--- src/cronoDefs_defs.svh ---
`ifndef CRONO_DEFS_SVH
`define CRONO_DEFS_SVH

// Cursor codes shown on the display
`define CURSOR_SEC      8'h41
`define CURSOR_MIN      8'h42
`define CURSOR_HOUR     8'h43
`define CURSOR_OFF      8'h00

// RTC control register
`define RTC_CTRL_ADDR   8'h00
`define RTC_RUN_DATA    8'h10   // Starts the RTC count
`define RTC_STOP_DATA   8'h00

// Top of each BCD field
`define BCD_MAX_MINSEC  8'h59
`define BCD_MAX_HOUR    8'h23

`endif

--- src/crono_pkg.sv ---
package crono_pkg;

    // One time byte, either as a plain byte or as two BCD digits
    typedef union packed {
        logic [7:0] raw;
        struct packed {
            logic [3:0] tens;
            logic [3:0] units;
        } digit;
    } bcdByteT;

    typedef struct packed {
        bcdByteT hours;
        bcdByteT minutes;
        bcdByteT seconds;
    } timeValT;

    typedef struct packed {
        logic up;
        logic down;
        logic left;
        logic right;
    } navPulseT;

    typedef enum logic [1:0] {FIELD_SEC, FIELD_MIN, FIELD_HOUR} fieldSelT;

    typedef enum logic [1:0] {ST_PROGRAM, ST_IDLE, ST_RUNNING, ST_RINGING} cronoStateT;

    // Master side of the AXI4-Lite write channels
    typedef struct packed {
        logic       awValid;
        logic [7:0] awAddr;
        logic       wValid;
        logic [7:0] wData;
        logic       bReady;
    } axilWrReqT;

    typedef struct packed {
        logic       awReady;
        logic       wReady;
        logic       bValid;
        logic [1:0] bResp;
    } axilWrRspT;

endpackage

--- src/bcdFieldEditor.sv ---
`timescale 1ns/100ps
`include "cronoDefs_defs.svh"

module bcdFieldEditor (
    input  logic               clk,
    input  logic               Reset,
    input  logic               editEnable,
    input  crono_pkg::navPulseT navPulse,
    output crono_pkg::timeValT  targetTime,
    output logic [7:0]         cursor
);

    import crono_pkg::*;

    fieldSelT   field;
    bcdByteT    curByte;    // Byte under the cursor
    bcdByteT    stepByte;
    logic [7:0] maxVal;

    // One BCD step up or down with wrap at 00 and at the field top
    function automatic bcdByteT bcdStep(input bcdByteT cur, input logic incr,
                                        input logic [7:0] top);
        bcdByteT nxt;
        nxt = cur;
        if (incr) begin
            if (cur.raw == top) begin
                nxt.raw = 8'h00;
            end else if (cur.digit.units == 4'd9) begin
                nxt.digit.tens  = cur.digit.tens + 4'd1;
                nxt.digit.units = 4'd0;
            end else begin
                nxt.digit.units = cur.digit.units + 4'd1;
            end
        end else begin
            if (cur.raw == 8'h00) begin
                nxt.raw = top;
            end else if (cur.digit.units == 4'd0) begin
                nxt.digit.tens  = cur.digit.tens - 4'd1;
                nxt.digit.units = 4'd9;
            end else begin
                nxt.digit.units = cur.digit.units - 4'd1;
            end
        end
        return nxt;
    endfunction

    always_comb begin
        case (field)
            FIELD_MIN: begin
                curByte = targetTime.minutes;
                maxVal  = `BCD_MAX_MINSEC;
            end
            FIELD_HOUR: begin
                curByte = targetTime.hours;
                maxVal  = `BCD_MAX_HOUR;
            end
            default: begin
                curByte = targetTime.seconds;
                maxVal  = `BCD_MAX_MINSEC;
            end
        endcase
        stepByte = bcdStep(curByte, navPulse.up, maxVal);
    end

    always_ff @(posedge clk or posedge Reset) begin
        if (Reset) begin
            field      <= FIELD_SEC;
            targetTime <= '0;
        end else if (editEnable) begin
            if (navPulse.up || navPulse.down) begin
                case (field)
                    FIELD_MIN:  targetTime.minutes <= stepByte;
                    FIELD_HOUR: targetTime.hours   <= stepByte;
                    default:    targetTime.seconds <= stepByte;
                endcase
            end
            if (navPulse.left && field != FIELD_HOUR)
                field <= (field == FIELD_SEC) ? FIELD_MIN : FIELD_HOUR;
            if (navPulse.right && field != FIELD_SEC)   // Stops at seconds
                field <= (field == FIELD_HOUR) ? FIELD_MIN : FIELD_SEC;
        end else begin
            field <= FIELD_SEC;     // Editing starts again at seconds
        end
    end

    always_comb begin
        if (!editEnable) cursor = `CURSOR_OFF;     // Hidden outside programming
        else if (field == FIELD_MIN) cursor = `CURSOR_MIN;
        else if (field == FIELD_HOUR) cursor = `CURSOR_HOUR;
        else cursor = `CURSOR_SEC;
    end

endmodule

--- src/cronoControl.sv ---
`timescale 1ns/100ps
`include "cronoDefs_defs.svh"

module cronoControl (
    input  logic              clk,
    input  logic              Reset,
    input  logic              programMode,
    input  logic              startRun,
    input  crono_pkg::timeValT rtcTime,
    input  crono_pkg::timeValT targetTime,
    output logic              editEnable,
    output logic              cronoActive,
    output logic              ring,
    output logic              runReq,
    output logic              stopReq,
    output logic [7:0]        runData
);

    import crono_pkg::*;

    cronoStateT state;
    cronoStateT nextState;
    logic       matchReg;   // Target reached, one cycle behind rtcTime

    always_comb begin
        nextState = state;
        if (programMode) begin
            nextState = ST_PROGRAM;
        end else begin
            case (state)
                ST_PROGRAM: nextState = startRun ? ST_RUNNING : ST_IDLE;
                ST_IDLE: begin
                    if (matchReg) nextState = ST_RINGING;
                    else if (startRun) nextState = ST_RUNNING;
                end
                ST_RUNNING: begin
                    if (matchReg) nextState = ST_RINGING;
                    else if (!startRun) nextState = ST_IDLE;
                end
                default: nextState = ST_RINGING;    // Held until programMode
            endcase
        end
    end

    always_ff @(posedge clk or posedge Reset) begin
        if (Reset) begin
            state    <= ST_PROGRAM;
            matchReg <= 1'b0;
            runReq   <= 1'b0;
            stopReq  <= 1'b0;
        end else begin
            state    <= nextState;
            matchReg <= (rtcTime == targetTime) && (targetTime != '0);
            runReq   <= (nextState == ST_RUNNING) && (state != ST_RUNNING);
            stopReq  <= (state == ST_RUNNING) && (nextState != ST_RUNNING);
        end
    end

    // Data for the RTC write, sampled together with the request pulse
    always_ff @(posedge clk) begin
        if (nextState == ST_RUNNING && state != ST_RUNNING) runData <= `RTC_RUN_DATA;
        else if (state == ST_RUNNING && nextState != ST_RUNNING) runData <= `RTC_STOP_DATA;
    end

    assign editEnable  = (state == ST_PROGRAM);
    assign cronoActive = (state == ST_RUNNING);
    assign ring        = (state == ST_RINGING);

endmodule

--- src/cronoTimer.sv ---
`timescale 1ns/100ps

module cronoTimer (
    input  logic                clk,
    input  logic                Reset,
    input  logic                programMode,
    input  logic                startRun,
    input  logic                up,
    input  logic                down,
    input  logic                left,
    input  logic                right,
    input  crono_pkg::timeValT   rtcTime,
    input  crono_pkg::axilWrRspT rtcRsp,
    output crono_pkg::timeValT   targetTime,
    output logic [7:0]          cursor,
    output logic                cronoActive,
    output logic                ring,
    output crono_pkg::axilWrReqT rtcReq
);

    import crono_pkg::*;

    navPulseT   navPulse;
    logic       editEnable;
    logic       runReq, stopReq;
    logic [7:0] runData;    // RTC control value for the next write

    navEdgeDetect navEdgeDetect_i (
        .clk, .Reset, .up, .down, .left, .right, .navPulse
    );

    bcdFieldEditor bcdFieldEditor_i (
        .clk, .Reset, .editEnable, .navPulse, .targetTime, .cursor
    );

    cronoControl cronoControl_i (
        .clk, .Reset, .programMode, .startRun, .rtcTime, .targetTime,
        .editEnable, .cronoActive, .ring, .runReq, .stopReq, .runData
    );

    rtcWriteMaster rtcWriteMaster_i (
        .clk, .Reset, .runReq, .stopReq, .runData, .rtcRsp, .rtcReq
    );

endmodule

--- src/navEdgeDetect.sv ---
`timescale 1ns/100ps

module navEdgeDetect (
    input  logic               clk,
    input  logic               Reset,
    input  logic               up,
    input  logic               down,
    input  logic               left,
    input  logic               right,
    output crono_pkg::navPulseT navPulse
);

    logic [3:0] syncMeta;   // First synchroniser stage
    logic [3:0] syncBtn;
    logic [3:0] lastBtn;    // Previous synchronised sample
    logic [3:0] rise;

    assign rise = syncBtn & ~lastBtn;   // Bit order up, down, left, right

    always_ff @(posedge clk or posedge Reset) begin
        if (Reset) begin
            syncMeta <= '0;
            syncBtn  <= '0;
            lastBtn  <= '0;
            navPulse <= '0;
        end else begin
            syncMeta <= {up, down, left, right};
            syncBtn  <= syncMeta;
            lastBtn  <= syncBtn;
            navPulse <= '0;
            // Only one press per cycle, up wins
            if (rise[3])      navPulse.up    <= 1'b1;
            else if (rise[2]) navPulse.down  <= 1'b1;
            else if (rise[1]) navPulse.left  <= 1'b1;
            else if (rise[0]) navPulse.right <= 1'b1;
        end
    end

endmodule

--- src/rtcWriteMaster.sv ---
`timescale 1ns/100ps
`include "cronoDefs_defs.svh"

module rtcWriteMaster (
    input  logic                clk,
    input  logic                Reset,
    input  logic                runReq,
    input  logic                stopReq,
    input  logic [7:0]          runData,
    input  crono_pkg::axilWrRspT rtcRsp,
    output crono_pkg::axilWrReqT rtcReq
);

    logic       awValid, wValid, bReady;
    logic [7:0] wData;
    logic       pendValid;  // One waiting request
    logic [7:0] pendData;
    logic       reqIn, busy, respDone, launch;

    assign reqIn    = runReq | stopReq;
    assign busy     = awValid | wValid | bReady;
    assign respDone = bReady & rtcRsp.bValid;
    assign launch   = (!busy || respDone) && (reqIn || pendValid);

    always_ff @(posedge clk or posedge Reset) begin
        if (Reset) begin
            awValid   <= 1'b0;
            wValid    <= 1'b0;
            bReady    <= 1'b0;
            pendValid <= 1'b0;
        end else begin
            if (awValid && rtcRsp.awReady) awValid <= 1'b0;
            if (wValid && rtcRsp.wReady) wValid <= 1'b0;
            // Both channels finish this cycle or earlier
            if ((awValid || wValid) && (!awValid || rtcRsp.awReady)
                && (!wValid || rtcRsp.wReady))
                bReady <= 1'b1;
            if (respDone) bReady <= 1'b0;   // bResp not checked
            if (launch) begin
                awValid   <= 1'b1;
                wValid    <= 1'b1;
                pendValid <= 1'b0;
            end else if (reqIn) begin
                pendValid <= 1'b1;  // Latest request wins
            end
        end
    end

    always_ff @(posedge clk) begin
        if (launch) wData <= reqIn ? runData : pendData;
        if (reqIn && !launch) pendData <= runData;
    end

    assign rtcReq = '{awValid: awValid, awAddr: `RTC_CTRL_ADDR, wValid: wValid,
                      wData: wData, bReady: bReady};

endmodule

--- config.mk ---
export PLATFORM = sky130hd
export DESIGN_NAME = cronoTimer
export DESIGN_NICKNAME = d
export VERILOG_FILES = /design/src/crono_pkg.sv /design/src/bcdFieldEditor.sv /design/src/cronoControl.sv /design/src/cronoTimer.sv /design/src/navEdgeDetect.sv /design/src/rtcWriteMaster.sv
export VERILOG_INCLUDE_DIRS = /design/src
export SDC_FILE = /design/constraint.sdc
export NUM_CORES = 1
export LEC_CHECK = 0
export ABC_AREA = 1
export ABC_CLOCK_PERIOD_IN_PS = 2700
export BUFFER_PORTS_ARGS = -buffer_cell sky130_fd_sc_hd__buf_2
export CAP_MARGIN = 0
export CORE_ASPECT_RATIO = 1.4
export CORE_UTILIZATION = 56
export DETAILED_ROUTE_END_ITERATION = 8
export GPL_TIMING_DRIVEN = 0
export MAX_ROUTING_LAYER = met4
export PLACE_DENSITY = 0.82
export SYNTH_ARGS = -nofsm -noshare
export SYNTH_HDL_FRONTEND = slang
export SYNTH_HIERARCHICAL = 1
export SYNTH_SLANG_ARGS = --single-unit
export TNS_END_PERCENT = 100
--- constraint.sdc ---
create_clock -name clk -period 2.7 [get_ports clk]
set_input_delay 0.27 -clock clk [delete_from_list [all_inputs] [get_ports clk]]
set_output_delay 0.27 -clock clk [all_outputs]
set_load 0.1 [all_outputs]
; Yosys cells after proc, flatten, opt, wreduce, memory -nomap -nowiden
; Cells that the tools add are included.
[totals]
ff_bits = 54
inputBits = 37
output_inout_bits = 53
elab_cells = 121
[classes]
addsub = 4
eq_ne = 13
n_mux = 40
bitwise_logic = 7
n_reduce_logical = 35
[ops]
columns = operator, n
row1 = two-way mux 8 bit, 5
row2 = == test 24 bit, 1
row3 = two-way mux 2 bit, 12
row4 = nonzero test 24 bit, 1
row5 = two-way mux 4 bit, 4
row6 = case mux 8 bit (2 select lines), 1
row7 = two-way mux 1 bit, 14
row8 = logical AND 1 bit, 11
row9 = nonzero test 2 bit, 5
row10 = AND reduction 3 bit, 3
row11 = "adder 4 x 1 -> 4 bit, second input constant", 2
row12 = "== test 2 bit, second input constant", 4
row13 = == test 8 x 7 -> 1 bit, 1
row14 = zero test 8 bit, 1
row15 = "subtractor 4 x 1 -> 4 bit, second input constant", 2
row16 = two-way mux 7 bit, 1
row17 = logical OR 1 bit, 6
row18 = "!= test 2 bit, second input constant", 3
row19 = case mux 2 bit (3 select lines), 1
row20 = two-way mux 5 bit, 1
row21 = AND 4 bit, 1
row22 = "== test 2 x 1 -> 1 bit, second input constant", 2
row23 = "== test 4 bit, second input constant", 1
row24 = zero test 1 bit, 4
row25 = other kinds (9), 12

; Logic depth before layout (Yosys ltp)
[logic_depth]
word_depth = 7
ltp_mapped = 18

; Cells and area by module
; The synthesis kept the hierarchy.
[by_module_without_submodules]
columns = mod, n_inst, cells_per_inst, area_each_um2, seq_area_each_um2
row1 = bcdFieldEditor, 1, 308, 2023.2, 650.6
row2 = cronoControl, 1, 185, 880.8, 145.1
row3 = rtcWriteMaster, 1, 81, 879.6, 580.6
row4 = navEdgeDetect, 1, 31, 466.7, 400.4

; Worst setup path before layout
; OpenSTA, ideal clock, no wires.
[synth_path]
path_kind = register to register
from = register, netlist name bcdFieldEditor_i/targetTime[17]
to = register, netlist name bcdFieldEditor_i/targetTime[11]
setup_time_ns = 0.120
arrival_time_ns = 2.151
slack_ns = 0.428
path_stages_with_launch = 15
n_path_buf = 0
synth_period_minus_slack_ns = 2.272
path_cell_list = dfrtp_1 nand2_1 nand3_1 nand2_2 ha_1 inv_1 nand2_1 nand2_1 nand2_1 nand2_1 nand2_1 nand2_1 nand2_1 nand2_1 nand2_1
[synth_between]
elab_chain_cells = 5
word_cells_on_any_way = 12
[synth_rtl]
columns = item, line
row1 = case mux 8 bit (2 select lines) *, bcdFieldEditor.sv:48  ; case (field)
row2 = subtractor 4 x 1 -> 4 bit (tied with other cells), bcdFieldEditor.sv:41  ; nxt.digit.units = cur.digit.units - 4'd1;
row3 = two-way mux 4 bit (on tied branches), "bcdFieldEditor.sv:37, bcdFieldEditor.sv:28"
row4 = two-way mux 8 bit (on tied branches), "bcdFieldEditor.sv:35, bcdFieldEditor.sv:26"
row5 = two-way mux 8 bit *, bcdFieldEditor.sv:25  ; if (incr) begin
; Mark *: on every way between the ends. The rest lies on a longest branch, timed or not.
; A chain may end at the register's enable or synchronous reset.

; Final worst setup path
[layout_path]
from = register bcdFieldEditor_i.field[0]
to = register, netlist name bcdFieldEditor_i/targetTime[11]
[layout_between]
elab_chain_cells = 6
word_cells_on_any_way = 16
[layout_rtl]
columns = item, line
row1 = start: declaration, bcdFieldEditor.sv:15  ; fieldSelT field;
row2 = start signal: assignment, bcdFieldEditor.sv:78  ; field <= (field == FIELD_SEC) ? FIELD_MIN : FIELD_HOUR;
row3 = start signal: assignment, bcdFieldEditor.sv:80  ; field <= (field == FIELD_HOUR) ? FIELD_MIN : FIELD_SEC;
row4 = == test 2 bit or == test 2 x 1 -> 1 bit (tied branches), "bcdFieldEditor.sv:48, bcdFieldEditor.sv:71"
row5 = case mux 8 bit (2 select lines), bcdFieldEditor.sv:48
row6 = subtractor 4 x 1 -> 4 bit (tied with other cells), bcdFieldEditor.sv:41
row7 = two-way mux 4 bit (on tied branches), "bcdFieldEditor.sv:37, bcdFieldEditor.sv:28"
row8 = two-way mux 8 bit (on tied branches), "bcdFieldEditor.sv:35, bcdFieldEditor.sv:26"
row9 = two-way mux 8 bit, bcdFieldEditor.sv:25
; Parallel ways exist; a longest one is shown, timed or not.

==> impl_metrics.tcl <==
set metrics [dict create \
    synth.area.top_cells "dfrtp_1 (30%), nand2_1 (22%), edfxtp_1 (11%), inv_1 (7.0%), nor2_1 (5.5%)" \
    ff2ff_path_depth 15 \
    grt_pass1_vias 3607 \
    port_buffers 74 \
    final_util_pct 68.5 \
    core_area_mm2 0.00736 \
    cts_root_buffer "clkbuf_8" \
    syn_area_mm2 0.00425 \
    yosysTopAreaCellShare_pct 30.0 \
    rows 37 \
    drt_first_pass_iters 4 \
    die_height_um 105 \
    cts_tree "yes" \
    ys_async_sr_fraction_pct 75.0 \
    synth-xor-area-share_pct 0.618 \
    fin_cells 810 \
    worstSkewPairLatency_ps 350 \
    synth_area_leader_cell "dfrtp_1" \
    worst_pin_slew_ps 993 \
    drt_iter0_markers 169 \
    clkSinkCount 68 \
    crit_path_start_kind "flip-flop" \
    status "finished, final reports clean" \
    track_usage_pct 27.0 \
    path_clk_slew_ps 80 \
    hold_depth 1 \
    synth_cells 605 \
    grt_overflow_total 0 \
    synthAdderAreaFrac_pct 2.36 \
    synth_top_family_by_area "simple AND/OR/NAND/NOR gates" \
    syn_area_per_cell_um2 7.03 \
    hold_violations 0 \
    crit_type "flip-flop to flip-flop" \
    cts_buffer_depth 2 \
    skew_ps 19.7 \
    num_vias 3864 \
    grt_max_degree 27 \
    min_path_type "input port to flip-flop" \
    die_w_um 75.6 \
    antenna_found_initial 0 \
    n_antenna_cell 0 \
    grt_pass1_wl_mm 15.8 \
    yosysWarnings 6 \
    crit_path_end_kind "flip-flop" \
    max_freq_mhz 411 \
    pre_cts_ws_ps 163 \
    dieArea_mm2 0.00795 \
    synth_edf_count 16 \
    io_pins 90 \
    synth_compound_area_share_pct 3.50 \
    place_inst 793 \
    hpwl_mm 7.63 \
    synthSimpleGateAreaFrac_pct 38.4 \
    final_nets 753 \
    drive_gt1_share_pct 23.1 \
    globalplace.congestion 0.976 \
    rsz0062_at_grt "false" \
    ys_seq_area_share_pct 41.8 \
    path_max_fanout 10 \
    remaining_drc_errors 0 \
    cts_setup_buffers 0 \
    numCtsBuffers 9 \
    drv_slew 0 \
    tns_ps 0 \
    ant_nets 0 \
    synth_top_flop_cell "dfrtp_1" \
    relSlewSlack_pct 33.7 \
    fin_crit_sh_pct 90.2 \
    fin_ws_ps 264 \
    arrival_ps 2670 \
    wl_per_cell_um 12.0 \
    area_growth_pct 18.6 \
    yosysMostFrequentCell "nand2_1" \
    initial_core_util_pct 57.7 \
    viasPerCell 4.77 \
    ys_ff_latch 68 \
    synthDistinctLibCells 35 \
    cap_violations 0 \
    critical_path_required_ps 2930 \
    ctsHtreeMaxLevel 3 \
    finalSetupViolations 0 \
    yosys-mux-area-fraction_pct 0 \
    synth_common_cells "nand2_1 (250), inv_1 (79), nor2_1 (62), dfrtp_1 (51), buf_4 (25)" \
    wl_mm 9.70 \
    finalCriticalPeriod_ps 2440 \
]
==> cell usage in the layout, fill, tap and decap left out, drive strengths merged <==
master and count:
a21oi 5, a31oi 1, buf 104, bufinv 1, clkbuf 12, clkinv 3
clkinvlp 1, conb 20, dfrtp 51, dfxtp 1, dlygate4sd3 1, edfxtp 16
ha 8, inv 85, nand2 265, nand3 28, nand4 2, nor2 78
nor3 1, o21ai 19, o22ai 1, o32ai 1, or2 6, xor2 3
==> worst paths after layout <==
kind,from,endpoint,slack [ps]
max,bcdFieldEditor_i/field[0],bcdFieldEditor_i/targetTime[11],260
min,right,navEdgeDetect_i/syncMeta[0],20
max reg2reg,bcdFieldEditor_i/field[0],bcdFieldEditor_i/targetTime[11],260
min reg2reg,navEdgeDetect_i/syncMeta[2],navEdgeDetect_i/syncBtn[2],350
max in group asynchronous,Reset,bcdFieldEditor_i/targetTime[20],1320
min in group asynchronous,Reset,rtcWriteMaster_i/bReady,420
==> layout make-up <==
type / count / area, um^2
Inverter: 85 / 319
Tap cell: 97 / 121
Clock buffer: 11 / 153
Clock inverter: 5 / 57.6
Fill cell: 619 / 2320
Buffer: 31 / 235
Timing Repair Buffer: 75 / 380
Multi-Input combinational cell: 438 / 2000
Sequential cell: 68 / 1780
==> what timing repair did <==
action | 4_1_cts | 5_1_grt
hold buffers | 1 | 0
hold endpoints to repair | 9 | 0
resized for setup | 0 | 3
setup endpoints to repair | 0 | 12
==> state kept, by name, summed over array words and instances (netlist names), 4 cells and up <==
signal / flops
bcdFieldEditor_i/targetTime: 24
rtcWriteMaster_i/pendData: 8
rtcWriteMaster_i/wData: 8
navEdgeDetect_i/lastBtn: 4
navEdgeDetect_i/navPulse: 4
navEdgeDetect_i/syncBtn: 4
navEdgeDetect_i/syncMeta: 4
==> through the flow <==
step | cell area (um^2) | hold WS, ps
after detailed placement | 4810 | 219
final | 5040 | 20.8
after floorplan | 4310 | 36.1
after global placement | 4810 | 218
after global routing | 5040 | 10.7
after CTS | 5030 | 12.0
==> worst max-delay path: stages (launching register included) <==
cell     delay [ps]
dfrtp_1         400
inv_1           160
ha_4            250
buf_6           140
or2_1           230
nand2_2         140
ha_2            230
inv_2            80
nor2_8          160
nand2_2          80
nand2_1          60
nand2_1          60
nand2_1          60
nand2_1         110
nand2_1          80
nand2_1          50
==> routing by layer <==
metal  GRT usage [%]  wire length [um]  vias up
li1                -                 -     1988
met1            30.0              3970     1728
met2            45.5              4990      123
met3            4.63               440       25
met4            13.1               297        0
met5               -                 0        -
==> cell families (layout without fill, tap and decap cells) <==
kind of cell | count (synthesis) | in the layout
and+or+nand+nor | 380 | 380
xor gates and xnor gates | 3 | 3
other | 3 | 20
DFF | 68 | 68
AOI/OAI and AO/OA | 27 | 27
adders and majority gates | 8 | 8
buffers and inverters | 116 | 207
Power is not shown: default switching activity piles up to over one toggle a cycle in this logic, so the estimate is an artifact.
